### config.mk
export PLATFORM = sky130hd
export DESIGN_NAME = codec_rx_top
export DESIGN_NICKNAME = d
export VERILOG_FILES = /design/src/hw/codec_rx_pkg.sv /design/src/hw/i2s_deserializer.sv /design/src/hw/sample_rounder.sv /design/src/hw/stereo_framer.sv /design/src/hw/frame_fifo.sv /design/src/hw/codec_rx_top.sv
export VERILOG_INCLUDE_DIRS = /design/src /design/src/hw
export SDC_FILE = /design/constraint.sdc
export NUM_CORES = 1
export LEC_CHECK = 0
export BUFFER_PORTS_ARGS = -buffer_cell sky130_fd_sc_hd__buf_2
export CAP_MARGIN = 20
export CORE_ASPECT_RATIO = 1.4
export CORE_MARGIN = 2
export CORE_UTILIZATION = 55
export CTS_BUF_LIST = sky130_fd_sc_hd__clkbuf_8
export DETAILED_ROUTE_END_ITERATION = 8
export PLACE_DENSITY = 0.75
export SYNTH_ARGS = -nofsm -noshare
export SYNTH_HDL_FRONTEND = slang
export SYNTH_SLANG_ARGS = --single-unit
### constraint.sdc
create_clock -name xclk -period 2.24 [get_ports xclk]
set_input_delay 0.448 -clock xclk [delete_from_list [all_inputs] [get_ports xclk]]
set_output_delay 0.448 -clock xclk [all_outputs]
set_load 0.01 [all_outputs]
### src/hw/codec_rx_cfg.svh
// build-time sizing of the I2S receive path
// word width must exceed sample width, the rounder drops the difference
// fifo depth must be a power of two and at least 2 (pointers wrap freely)
// strobe position must stay below the shortest BCLK period in xclk cycles
`ifndef CODEC_RX_CFG_SVH
`define CODEC_RX_CFG_SVH

// serial word from the codec ADC, MSB first
`define CODEC_RX_WORD_W 24

// PCM sample handed to the system
`define CODEC_RX_SAMPLE_W 16

// BCLK rises between the LRCLK edge and the MSB
// 1 for standard I2S, 0 would mean left-justified timing
`define CODEC_RX_BIT_DELAY 1

// xclk cycles after a synchronized BCLK rise where DIN is taken
`define CODEC_RX_STROBE 0

// stereo frames buffered toward the system
`define CODEC_RX_FIFO_DEPTH 4

`endif // CODEC_RX_CFG_SVH

### src/hw/codec_rx_pkg.sv
// shared types of the I2S receive path
// widths come from codec_rx_cfg.svh, so every user sees the same layout
// stereo_frame_t packs left in the upper half and right in the lower half
`default_nettype none

`include "codec_rx_cfg.svh"

package codec_rx_pkg;

  // LRCLK level as seen on the wire: low is left, high is right
  typedef enum logic
  {
    LEFT  = 1'b0,
    RIGHT = 1'b1
  } chan_e;

  // one raw channel word straight off the shift register
  typedef struct packed
  {
    chan_e                        chan;
    logic [`CODEC_RX_WORD_W-1:0]  data;   // two's complement, MSB first on the wire
  } i2s_word_t;

  // one rounded sample, channel tag carried along
  typedef struct packed
  {
    chan_e                               chan;
    logic signed [`CODEC_RX_SAMPLE_W-1:0] pcm;
  } pcm_sample_t;

  // left/right pair as delivered to the system
  typedef struct packed
  {
    logic signed [`CODEC_RX_SAMPLE_W-1:0] left;   // upper half
    logic signed [`CODEC_RX_SAMPLE_W-1:0] right;  // lower half
  } stereo_frame_t;

endpackage : codec_rx_pkg

`default_nettype wire

### src/hw/i2s_deserializer.sv
// I2S slave receiver, oversampled in the xclk domain
// BCLK high and low must each last at least 4 xclk cycles
// a slot needs 24 + bit delay BCLK rises, later bits are ignored
// nothing is captured until the first LRCLK edge after reset
// word_valid is a bare one-cycle pulse, the source cannot be stalled
`timescale 1ns/1ps
`default_nettype none

`include "codec_rx_cfg.svh"

module i2s_deserializer
(
  input  logic                    xclk,
  input  logic                    xrst,
  input  logic                    bclk,        // async
  input  logic                    lrclk,       // async
  input  logic                    din,         // async, changes on BCLK fall
  output codec_rx_pkg::i2s_word_t word,
  output logic                    word_valid
);
  import codec_rx_pkg::*;

  localparam int WW      = `CODEC_RX_WORD_W;
  localparam int CAP_CNT = WW + `CODEC_RX_BIT_DELAY;  // rise count holding the LSB
  localparam int BC_W    = $clog2(CAP_CNT + 2);       // room to park above CAP_CNT
  localparam int STB_W   = 8;

  localparam logic [BC_W-1:0]  CAP_POS = BC_W'(CAP_CNT);
  localparam logic [STB_W-1:0] STB_POS = STB_W'(`CODEC_RX_STROBE);

  logic [2:0]       bclk_sync;   // [0] may go metastable, [2] is the settled copy
  logic [2:0]       lrclk_sync;
  logic [2:0]       din_sync;
  logic             bclk_rise;
  logic             lr_edge;
  logic             strobe;
  logic [STB_W-1:0] stb_cnt;     // xclk cycles since the last BCLK rise
  logic [BC_W-1:0]  bit_cnt;     // BCLK rises since the last LRCLK edge
  logic [WW-1:0]    shift_reg;
  logic [WW-1:0]    shift_nxt;

  // three-flop synchronizers, all three lines go through the same depth
  always_ff @(posedge xclk)
  begin
    if (xrst)
    begin
      bclk_sync  <= '0;
      lrclk_sync <= '0;
      din_sync   <= '0;
    end
    else
    begin
      bclk_sync  <= {bclk_sync[1:0], bclk};
      lrclk_sync <= {lrclk_sync[1:0], lrclk};
      din_sync   <= {din_sync[1:0], din};
    end
  end

  assign bclk_rise = bclk_sync[1] & ~bclk_sync[2];
  assign lr_edge   = lrclk_sync[1] ^ lrclk_sync[2];  // either direction starts a slot

  // position inside the BCLK period, parks at max if BCLK stops
  always_ff @(posedge xclk)
  begin
    if (xrst)
      stb_cnt <= '1;  // no strobe before the first rise
    else if (bclk_rise)
      stb_cnt <= '0;
    else if (stb_cnt != '1)
      stb_cnt <= stb_cnt + 1'b1;
  end

  assign strobe = (stb_cnt == STB_POS);

  // bit counter saturates so a long slot never captures twice
  always_ff @(posedge xclk)
  begin
    if (xrst)
      bit_cnt <= '1;  // wait for a real LRCLK edge
    else if (lr_edge)
      bit_cnt <= '0;
    else if (bclk_rise && (bit_cnt != '1))
      bit_cnt <= bit_cnt + 1'b1;
  end

  // msb first, so shift toward the top
  assign shift_nxt = {shift_reg[WW-2:0], din_sync[2]};

  always_ff @(posedge xclk)
  begin
    if (strobe)
      shift_reg <= shift_nxt;
  end

  // capture on the strobe that takes the LSB, bit of this cycle included
  always_ff @(posedge xclk)
  begin
    if (strobe && (bit_cnt == CAP_POS))
    begin
      word.data <= shift_nxt;
      word.chan <= lrclk_sync[2] ? RIGHT : LEFT;  // level of the slot just finished
    end
  end

  always_ff @(posedge xclk)
  begin
    if (xrst)
      word_valid <= 1'b0;
    else
      word_valid <= strobe && (bit_cnt == CAP_POS);
  end

  // one word per slot: strobe and counter together must never repeat a capture
  assert property (@(posedge xclk) disable iff (xrst) word_valid |=> !word_valid)
    else $error("word_valid high on two consecutive cycles");

endmodule : i2s_deserializer

`default_nettype wire

### src/hw/sample_rounder.sv
// 24 to 16 bit reduction, round half up, one register stage
// positive overflow of the rounding add saturates to the largest sample
// negative words cannot overflow, so there is no negative clamp
`timescale 1ns/1ps
`default_nettype none

`include "codec_rx_cfg.svh"

module sample_rounder
(
  input  logic                      xclk,
  input  logic                      xrst,
  input  codec_rx_pkg::i2s_word_t   word,
  input  logic                      word_valid,
  output codec_rx_pkg::pcm_sample_t sample,
  output logic                      sample_valid   // word_valid delayed by one
);

  localparam int WW   = `CODEC_RX_WORD_W;
  localparam int SW   = `CODEC_RX_SAMPLE_W;
  localparam int DROP = WW - SW;                    // bits thrown away

  localparam logic [WW-1:0]        HALF    = WW'(1) << (DROP - 1);  // half an output lsb
  localparam logic signed [SW-1:0] PCM_MAX = {1'b0, {(SW-1){1'b1}}};

  logic [WW-1:0] sum;
  logic          sat;

  assign sum = word.data + HALF;  // may wrap only for the top positive words
  // positive and every kept bit below the sign set -> the add would carry into the sign
  assign sat = ~word.data[WW-1] & (&word.data[WW-2 -: SW]);

  always_ff @(posedge xclk)
  begin
    if (word_valid)
    begin
      sample.chan <= word.chan;                     // tag passes straight through
      sample.pcm  <= sat ? PCM_MAX : $signed(sum[WW-1 -: SW]);
    end
  end

  always_ff @(posedge xclk)
  begin
    if (xrst)
      sample_valid <= 1'b0;
    else
      sample_valid <= word_valid;
  end

  // full scale positive out means the word going in was positive
  assert property (@(posedge xclk) disable iff (xrst)
    (sample_valid && (sample.pcm == PCM_MAX)) |-> !$past(word.data[WW-1]))
    else $error("full scale positive sample from a negative word");

endmodule : sample_rounder

`default_nettype wire

### src/hw/stereo_framer.sv
// pairs a left sample with the next right sample
// the frame is offered for one cycle only, a refused frame is lost
// overrun_cnt saturates at 255 and clears only on reset
// a right sample with no left stored is dropped silently (start-up case)
`timescale 1ns/1ps
`default_nettype none

`include "codec_rx_cfg.svh"

module stereo_framer
(
  input  logic                        xclk,
  input  logic                        xrst,
  input  codec_rx_pkg::pcm_sample_t   sample,
  input  logic                        sample_valid,
  output codec_rx_pkg::stereo_frame_t frame,
  output logic                        frame_valid,
  input  logic                        frame_ready,
  output logic [7:0]                  overrun_cnt
);
  import codec_rx_pkg::*;

  localparam int SW = `CODEC_RX_SAMPLE_W;

  logic signed [SW-1:0] left_pcm;   // waiting left half
  logic                 left_full;  // left_pcm holds a sample not yet paired
  logic                 take_left;
  logic                 take_right;

  assign take_left  = sample_valid && (sample.chan == LEFT);
  assign take_right = sample_valid && (sample.chan == RIGHT) && left_full;

  always_ff @(posedge xclk)
  begin
    if (xrst)
      left_full <= 1'b0;
    else if (take_left)
      left_full <= 1'b1;  // a second left simply replaces the first
    else if (take_right)
      left_full <= 1'b0;
  end

  always_ff @(posedge xclk)
  begin
    if (take_left)
      left_pcm <= sample.pcm;
  end

  // frame built on the right sample, offered the next cycle
  always_ff @(posedge xclk)
  begin
    if (take_right)
    begin
      frame.left  <= left_pcm;
      frame.right <= sample.pcm;
    end
  end

  always_ff @(posedge xclk)
  begin
    if (xrst)
      frame_valid <= 1'b0;
    else
      frame_valid <= take_right;  // single cycle, no holding
  end

  // fifo full on the offer cycle costs one frame
  always_ff @(posedge xclk)
  begin
    if (xrst)
      overrun_cnt <= '0;
    else if (frame_valid && !frame_ready && (overrun_cnt != 8'hFF))
      overrun_cnt <= overrun_cnt + 1'b1;
  end

  // a frame only ever closes on a right sample one cycle earlier
  assert property (@(posedge xclk) disable iff (xrst)
    frame_valid |-> $past(sample_valid && (sample.chan == RIGHT)))
    else $error("frame_valid without a preceding right sample");

endmodule : stereo_framer

`default_nettype wire

### src/hw/frame_fifo.sv
// small synchronous FIFO of stereo frames, valid/ready on both ports
// depth from CODEC_RX_FIFO_DEPTH, power of two and at least 2
// out_frame is read straight from the array at the read pointer
// push and pop may share a cycle but a full fifo refuses any push
`timescale 1ns/1ps
`default_nettype none

`include "codec_rx_cfg.svh"

module frame_fifo
(
  input  logic                        xclk,
  input  logic                        xrst,
  input  codec_rx_pkg::stereo_frame_t in_frame,
  input  logic                        in_valid,
  output logic                        in_ready,    // not full
  output codec_rx_pkg::stereo_frame_t out_frame,
  output logic                        out_valid,   // not empty
  input  logic                        out_ready
);
  import codec_rx_pkg::*;

  localparam int DEPTH = `CODEC_RX_FIFO_DEPTH;
  localparam int AW    = $clog2(DEPTH);
  localparam int CW    = $clog2(DEPTH + 1);

  localparam logic [CW-1:0] FULL = CW'(DEPTH);

  stereo_frame_t mem [DEPTH];
  logic [AW-1:0] wr_ptr;
  logic [AW-1:0] rd_ptr;
  logic [CW-1:0] count;   // frames held
  logic          push;
  logic          pop;

  assign in_ready  = (count != FULL);
  assign out_valid = (count != '0);
  assign push      = in_valid && in_ready;
  assign pop       = out_valid && out_ready;
  assign out_frame = mem[rd_ptr];

  always_ff @(posedge xclk)
  begin
    if (push)
      mem[wr_ptr] <= in_frame;
  end

  // pointers wrap on their own since the depth is a power of two
  always_ff @(posedge xclk)
  begin
    if (xrst)
    begin
      wr_ptr <= '0;
      rd_ptr <= '0;
      count  <= '0;
    end
    else
    begin
      if (push)
        wr_ptr <= wr_ptr + 1'b1;
      if (pop)
        rd_ptr <= rd_ptr + 1'b1;
      case ({push, pop})
        2'b10:   count <= count + 1'b1;
        2'b01:   count <= count - 1'b1;
        default: count <= count;  // none, or one in and one out
      endcase
    end
  end

  // full fifo never advances the write side, not even on a pop cycle
  assert property (@(posedge xclk) disable iff (xrst)
    (count == FULL) |=> (wr_ptr == $past(wr_ptr)))
    else $error("push into a full frame fifo");

  // empty fifo never advances the read side
  assert property (@(posedge xclk) disable iff (xrst)
    (count == '0) |=> (rd_ptr == $past(rd_ptr)))
    else $error("pop from an empty frame fifo");

endmodule : frame_fifo

`default_nettype wire

### src/hw/codec_rx_top.sv
// receive side of the codec interface: I2S in, stereo PCM frames out
// bclk, lrclk and din may be fully asynchronous to xclk
// BCLK must run at no more than one eighth of xclk
// frames refused by a full fifo are lost and show up in overrun_cnt
`timescale 1ns/1ps
`default_nettype none

module codec_rx_top
(
  input  logic                        xclk,
  input  logic                        xrst,
  input  logic                        bclk,
  input  logic                        lrclk,
  input  logic                        din,
  output codec_rx_pkg::stereo_frame_t out_frame,
  output logic                        out_valid,
  input  logic                        out_ready,
  output logic [7:0]                  overrun_cnt
);
  import codec_rx_pkg::*;

  i2s_word_t     word;          // raw 24 bit channel word
  logic          word_valid;
  pcm_sample_t   sample;        // rounded, still tagged by channel
  logic          sample_valid;
  stereo_frame_t frame;         // paired left/right
  logic          frame_valid;
  logic          frame_ready;

  i2s_deserializer u_deser (
    .xclk        (xclk),
    .xrst        (xrst),
    .bclk        (bclk),
    .lrclk       (lrclk),
    .din         (din),
    .word        (word),
    .word_valid  (word_valid)
  );

  sample_rounder u_round (
    .xclk         (xclk),
    .xrst         (xrst),
    .word         (word),
    .word_valid   (word_valid),
    .sample       (sample),
    .sample_valid (sample_valid)
  );

  stereo_framer u_framer (
    .xclk         (xclk),
    .xrst         (xrst),
    .sample       (sample),
    .sample_valid (sample_valid),
    .frame        (frame),
    .frame_valid  (frame_valid),
    .frame_ready  (frame_ready),
    .overrun_cnt  (overrun_cnt)
  );

  frame_fifo u_fifo (
    .xclk      (xclk),
    .xrst      (xrst),
    .in_frame  (frame),
    .in_valid  (frame_valid),
    .in_ready  (frame_ready),
    .out_frame (out_frame),
    .out_valid (out_valid),
    .out_ready (out_ready)
  );

endmodule : codec_rx_top

`default_nettype wire

Word level (Yosys, flattened, before mapping)
Memories as Yosys holds them, arrays and structs flattened. A register that Yosys moved wholly into a read port is not among the register bits.
Index checks and enable logic that the tools add are counted.
{ "classes": {"n_reduce_logical": 17, "n_eq_ne": 7, "n_mux": 12, "bitwise_logic": 6, "add_sub_neg": 8} }
{ "ops": {"columns": ["operator", "count"], "rows": [
  ["adder 24 x 8 -> 24 bit (second input constant)", 1],
  ["adder 8 x 1 -> 8 bit (second input constant)", 2],
  ["two-way mux 8 bit", 2],
  ["!= test 8 bit (second input constant)", 2],
  ["AND reduction 16 bit", 1],
  ["two-way mux 5 bit", 2],
  ["logical AND 1 bit", 9],
  ["logical NOT 8 bit", 1],
  ["nonzero test 2 bit", 4],
  ["one-hot mux 3 bit (2 select lines)", 1],
  ["adder 5 x 1 -> 5 bit (second input constant)", 1],
  ["equality test 5 bit (second input constant)", 1],
  ["two-way mux 1 bit", 5],
  ["!= test 5 bit (second input constant)", 1],
  ["adder 2 x 1 -> 2 bit (second input constant)", 2],
  ["two-way mux 2 bit", 2],
  ["adder 3 x 1 -> 3 bit (second input constant)", 1],
  ["!= test 3 bit (second input constant)", 1],
  ["NOT 1 bit", 3],
  ["nonzero test 3 bit", 1],
  ["subtractor 3 x 1 -> 3 bit (second input constant)", 1],
  ["bitwise AND 1 bit", 2],
  ["equality test 2 x 1 -> 1 bit (second input constant)", 1],
  ["equality test 2 bit (second input constant)", 1],
  ["2 further kinds", 2]
]} }
{ "totals": {"input_bits": 6, "mem_count": 1, "register_bits": 154, "output_inout_bits": 41, "ram_bits": 128, "elab_cells": 72} }
{ "mem_list": {"columns": ["memory", "words", "word_bits", "rd", "rd_ports_with_merged_regs", "wr", "line_no", "rtl"], "rows": [
  ["u_fifo.mem", 4, 32, 1, 1, 1, "frame_fifo.sv:29", "stereo_frame_t mem [DEPTH];"]
]} }

Logic depth before layout (Yosys ltp)
{ "logic_depth": {"ltp_word": 5, "depth_mapped": 9, "depth_no_buf": 9} }

Cells and area by module
Synthesis repeated with hierarchy kept, for this count alone.
{ "hier_totals": {"hier_cells": 558, "hier_area_um2": 10543.9} }
{ "modules_own_cells": {"columns": ["module", "cells_per_inst", "area_each_um2", "seq_area_each_um2", "n_inst"], "rows": [
  ["frame_fifo", 219, 5134.9, 4023.9, 1],
  ["i2s_deserializer", 149, 2453.6, 1901.8, 1],
  ["stereo_framer", 103, 2000.7, 1641.6, 1],
  ["sample_rounder", 87, 954.7, 530.5, 1]
]} }

Worst setup path before layout
OpenSTA, ideal clock, no wires.
{ "synth_path": {"path_kind": "register to register", "from": "register u_fifo.count[0]", "to": "memory u_fifo.mem[1][0] (netlist name) (enable)", "path_buffers": 0, "slack_ps": 119, "setup_time_ps": 392, "t_required_ps": 1848, "arrival_time_ps": 1729, "stages_incl_launch_ff": 4, "period_less_slack_ps": 2121, "cell_sequence": "dfxtp_1 inv_1 a31oi_1 and2_1"} }
{ "synth_via": {"elab_chain_cells": 4} }
{ "synth_lines": {"columns": ["item", "line_no", "rtl"], "rows": [
  ["from (decl)", "frame_fifo.sv:32", "logic [CW-1:0] count;"],
  ["from (signal assigned)", "frame_fifo.sv:64", "2'b10: count <= count + 1'b1;"],
  ["from (signal assigned)", "frame_fifo.sv:65", "2'b01: count <= count - 1'b1;"],
  ["from (signal assigned)", "frame_fifo.sv:66", "default: count <= count;"],
  ["!= test 3 bit", "frame_fifo.sv:36", "assign in_ready = (count != FULL);"],
  ["logical AND 1 bit", "frame_fifo.sv:38", "assign push = in_valid && in_ready;"],
  ["two-way mux 1 bit", "frame_fifo.sv:44", "if (push)"],
  ["two-way mux 1 bit (implied by the code)", "frame_fifo.sv:45", "mem[wr_ptr] <= in_frame;"],
  ["to (decl)", "frame_fifo.sv:29", null]
]} }
Every way passes these cells.

==> results.py <==
metrics = {
    "cts": {
        "cts_tree": "yes",
        "cts_root_buffer": "clkbuf_8",
        "clkLatencyLatePin_ns": 0.52,
        "numCtsBuffers": 39,
        "clkTransAtPathRegs_ns": 0.06,
        "cts_buffer_depth": 3,
        "htreeDepth": 2,
        "cts_sinks": 277,
        "post_cts_buffers": 0,
    },
    "yosys": {
        "ys.flop_type": "edfxtp_1",
        "synth-seq-cells": 277,
        "synth_edf_count": 234,
        "yosysWarnings": 0,
        "synth_cell_types": 45,
        "syn-num-nets": 555,
        "synth_top_cell_by_area": "edfxtp_1",
        "avgSynthCellArea_um2": 18.8,
        "synthCells": 535,
        "synth_area_mm2": 0.0101,
        "synth_top_area_share_pct": 69.7,
        "synth-seq-area-share_pct": 78.3,
        "synthArstFlopShare_pct": 0,
        "yosys-top-cells-area": "edfxtp_1 70%, dfxtp_1 8.5%, mux4_2 7.2%",
    },
    "final_layout": {
        "design_area_mm2": 0.0117,
        "mostFrequentLayoutCell": "edfxtp_1",
        "num_antenna_cells": 0,
        "largest_reg_flops": 128,
        "layout-drive-gt1-share_pct": 23.5,
        "syn_to_final_growth_pct": 16.6,
        "layout_common_cells": "234 x edfxtp_1, 42 x dfxtp_1, 41 x clkbuf_8, 32 x mux4_2",
        "nets": 646,
    },
    "sta": {
        "max-slew-margin-rel_pct": 50.1,
        "period_needed_ns": 2.29,
        "finClkSkew_ns": 0.0281,
        "post-route-period-util_pct": 102,
        "setup_viol_count_final": 32,
        "fin_ws_ns": -0.0502,
        "fmax_mhz": 437,
        "worst_slew_pin_slew_ns": 0.748,
        "hold_ws_ns": 0.143,
        "drv_slew": 0,
        "hold_viol_final": 0,
        "rsz0062_at_grt": "yes",
    },
    "critical_path": {
        "critPathLaunchType": "flop",
        "critPathMaxFanout": 8,
        "critPathArrivalTime_ns": 1.84,
        "crit_required_ns": 1.79,
        "cp-end-kind": "primary output",
        "crit_type": "reg -> out",
        "reg2reg_from": "u_deser.word[7]",
    },
    "outcome": {
        "failed_checks": "setup timing",
        "status": "finished with violations",
    },
    "placed_design": {
        "gp_congestion": 0.783,
        "dpl.hpwl_um": 9430,
        "portBuffers": 46,
        "dpl_cell_area_mm2": 0.0107,
        "dp_slack_ns": 0.111,
    },
    "global_routing": {
        "grt_max_degree": 44,
        "grtUsageTotal_pct": 16.9,
        "grt_pass1_vias": 5147,
        "grt_antenna_before_repair": 0,
        "grt.overflow.total": 0,
        "grt_pass1_wl_um": 25600,
    },
    "min_path": {
        "hold_class": "in -> reg",
        "hp-start": "din",
    },
    "floorplanning": {
        "io_pins": 47,
        "die_area_mm2": 0.0194,
        "num_rows": 58,
        "core_area_mm2": 0.0180,
        "die_w_um": 118,
        "fp.dieH_um": 164,
        "start_util_pct": 56.0,
    },
    "pwr": {
        "p_leak_uw": 0.00400,
        "p_sw_uw": 2030,
        "p_per_area_mw_per_mm2": 839,
        "sw_frac_of_total_pct": 20.6,
        "p_seq_share_pct": 57.5,
        "power_frac_clock_pct": 38.6,
        "comb_power_share_pct": 3.9,
        "peakVddDrop_v": 0.000487,
        "internal-power_uw": 7820,
    },
    "route": {
        "drc": 0,
        "wl_per_cell_um": 18.1,
        "first_pass_iters": 4,
        "routed_via_density": 5.38,
        "vias": 4815,
        "postRouteAntennaNets": 0,
        "totalWireLength_um": 16200,
        "drt_iter0_markers": 377,
    },
    "job": {
        "maxCapViolations": 0,
    },
}
[kinds of logic (layout without fill, tap and decap cells)]
logic type	after synthesis	after routing	synth area share, %
compound gates	39	39	2.58
xor+xnor	24	24	2.09
fa+ha+maj	14	14	1.81
buf+inv	28	148	1.09
flops	277	277	78.3
mux	37	37	7.65
simple gates	116	116	6.48
[power by group through the flow]
stage / Combinational [µW] / Sequential (µW) / Clock [µW]
after floorplan: 314 / 5750 / 0
after detailed placement: 386 / 5780 / 0
after global placement: 347 / 5770 / 0
after CTS: 387 / 5670 / 3900
after global routing: 435 / 5670 / 4110
final: 384 / 5670 / 3800
[area by class of cell]
cell class / instances / area [µm²]
inverters: 14 / 52.6
well taps: 240 / 300
multi-input cells: 230 / 2080
fillers: 1238 / 6250
repair buffers: 64 / 654
clock buffers: 41 / 564
clock inverters: 29 / 205
flip-flops and latches: 277 / 7890
[layer usage]
metal / global-route usage (%) / wire length [µm]
met4: 5.84 / 373
met5: 0 / 0
met3: 3.26 / 626
met2: 31.8 / 9120
met1: 19.1 / 6070
[cell usage after synthesis, drive strengths merged (4+ instances only)]
master / count
a21oi: 7
and2: 5
and3: 8
buf: 5
clkbuf: 9
dfxtp: 43
edfxtp: 234
ha: 13
inv: 14
mux2i: 5
mux4: 32
nand2: 13
nand2b: 9
nand3: 8
nand4: 5
nor2: 23
nor2b: 14
nor3: 10
o211ai: 4
o21ai: 7
o21bai: 10
or3: 4
xnor2: 11
xor2: 13
[final timing paths]
path	end	slack, ns	cells past startpoint
worst min register to register	u_framer.frame[29]	0.40	0
worst max-delay path	out_frame[19]	-0.05	3
worst max register to register	u_round.sample[11]	0.09	7
worst min-delay path	u_deser.din_sync[0]	0.14	2
[stage by stage]
step / setup TNS, ns / utilization (%) / power [µW] / cells
floorplan: 0 / - / 6070 / 535
global placement: 0 / 59.7 / 6110 / 822
detailed placement: 0 / 59.7 / 6160 / 822
CTS: -1.54 / 64.8 / 9950 / 894
global route: -2.61 / 65.3 / 10200 / 895
finish: -0.957 / 65.3 / 9860 / 895
[worst max-delay path, stage by stage (launching register included)]
cell,delay [ns]
dfxtp_4,0.46
buf_12,0.18
mux4_2,0.52
buf_2,0.16
[repair_timing]
action                                  CTS  global route
gates resized for setup                  19             9
endpoints found under the setup margin   32            32
hold buffers                              0             0
gates cloned                              2             1
(Power assumes the default switching activity.)
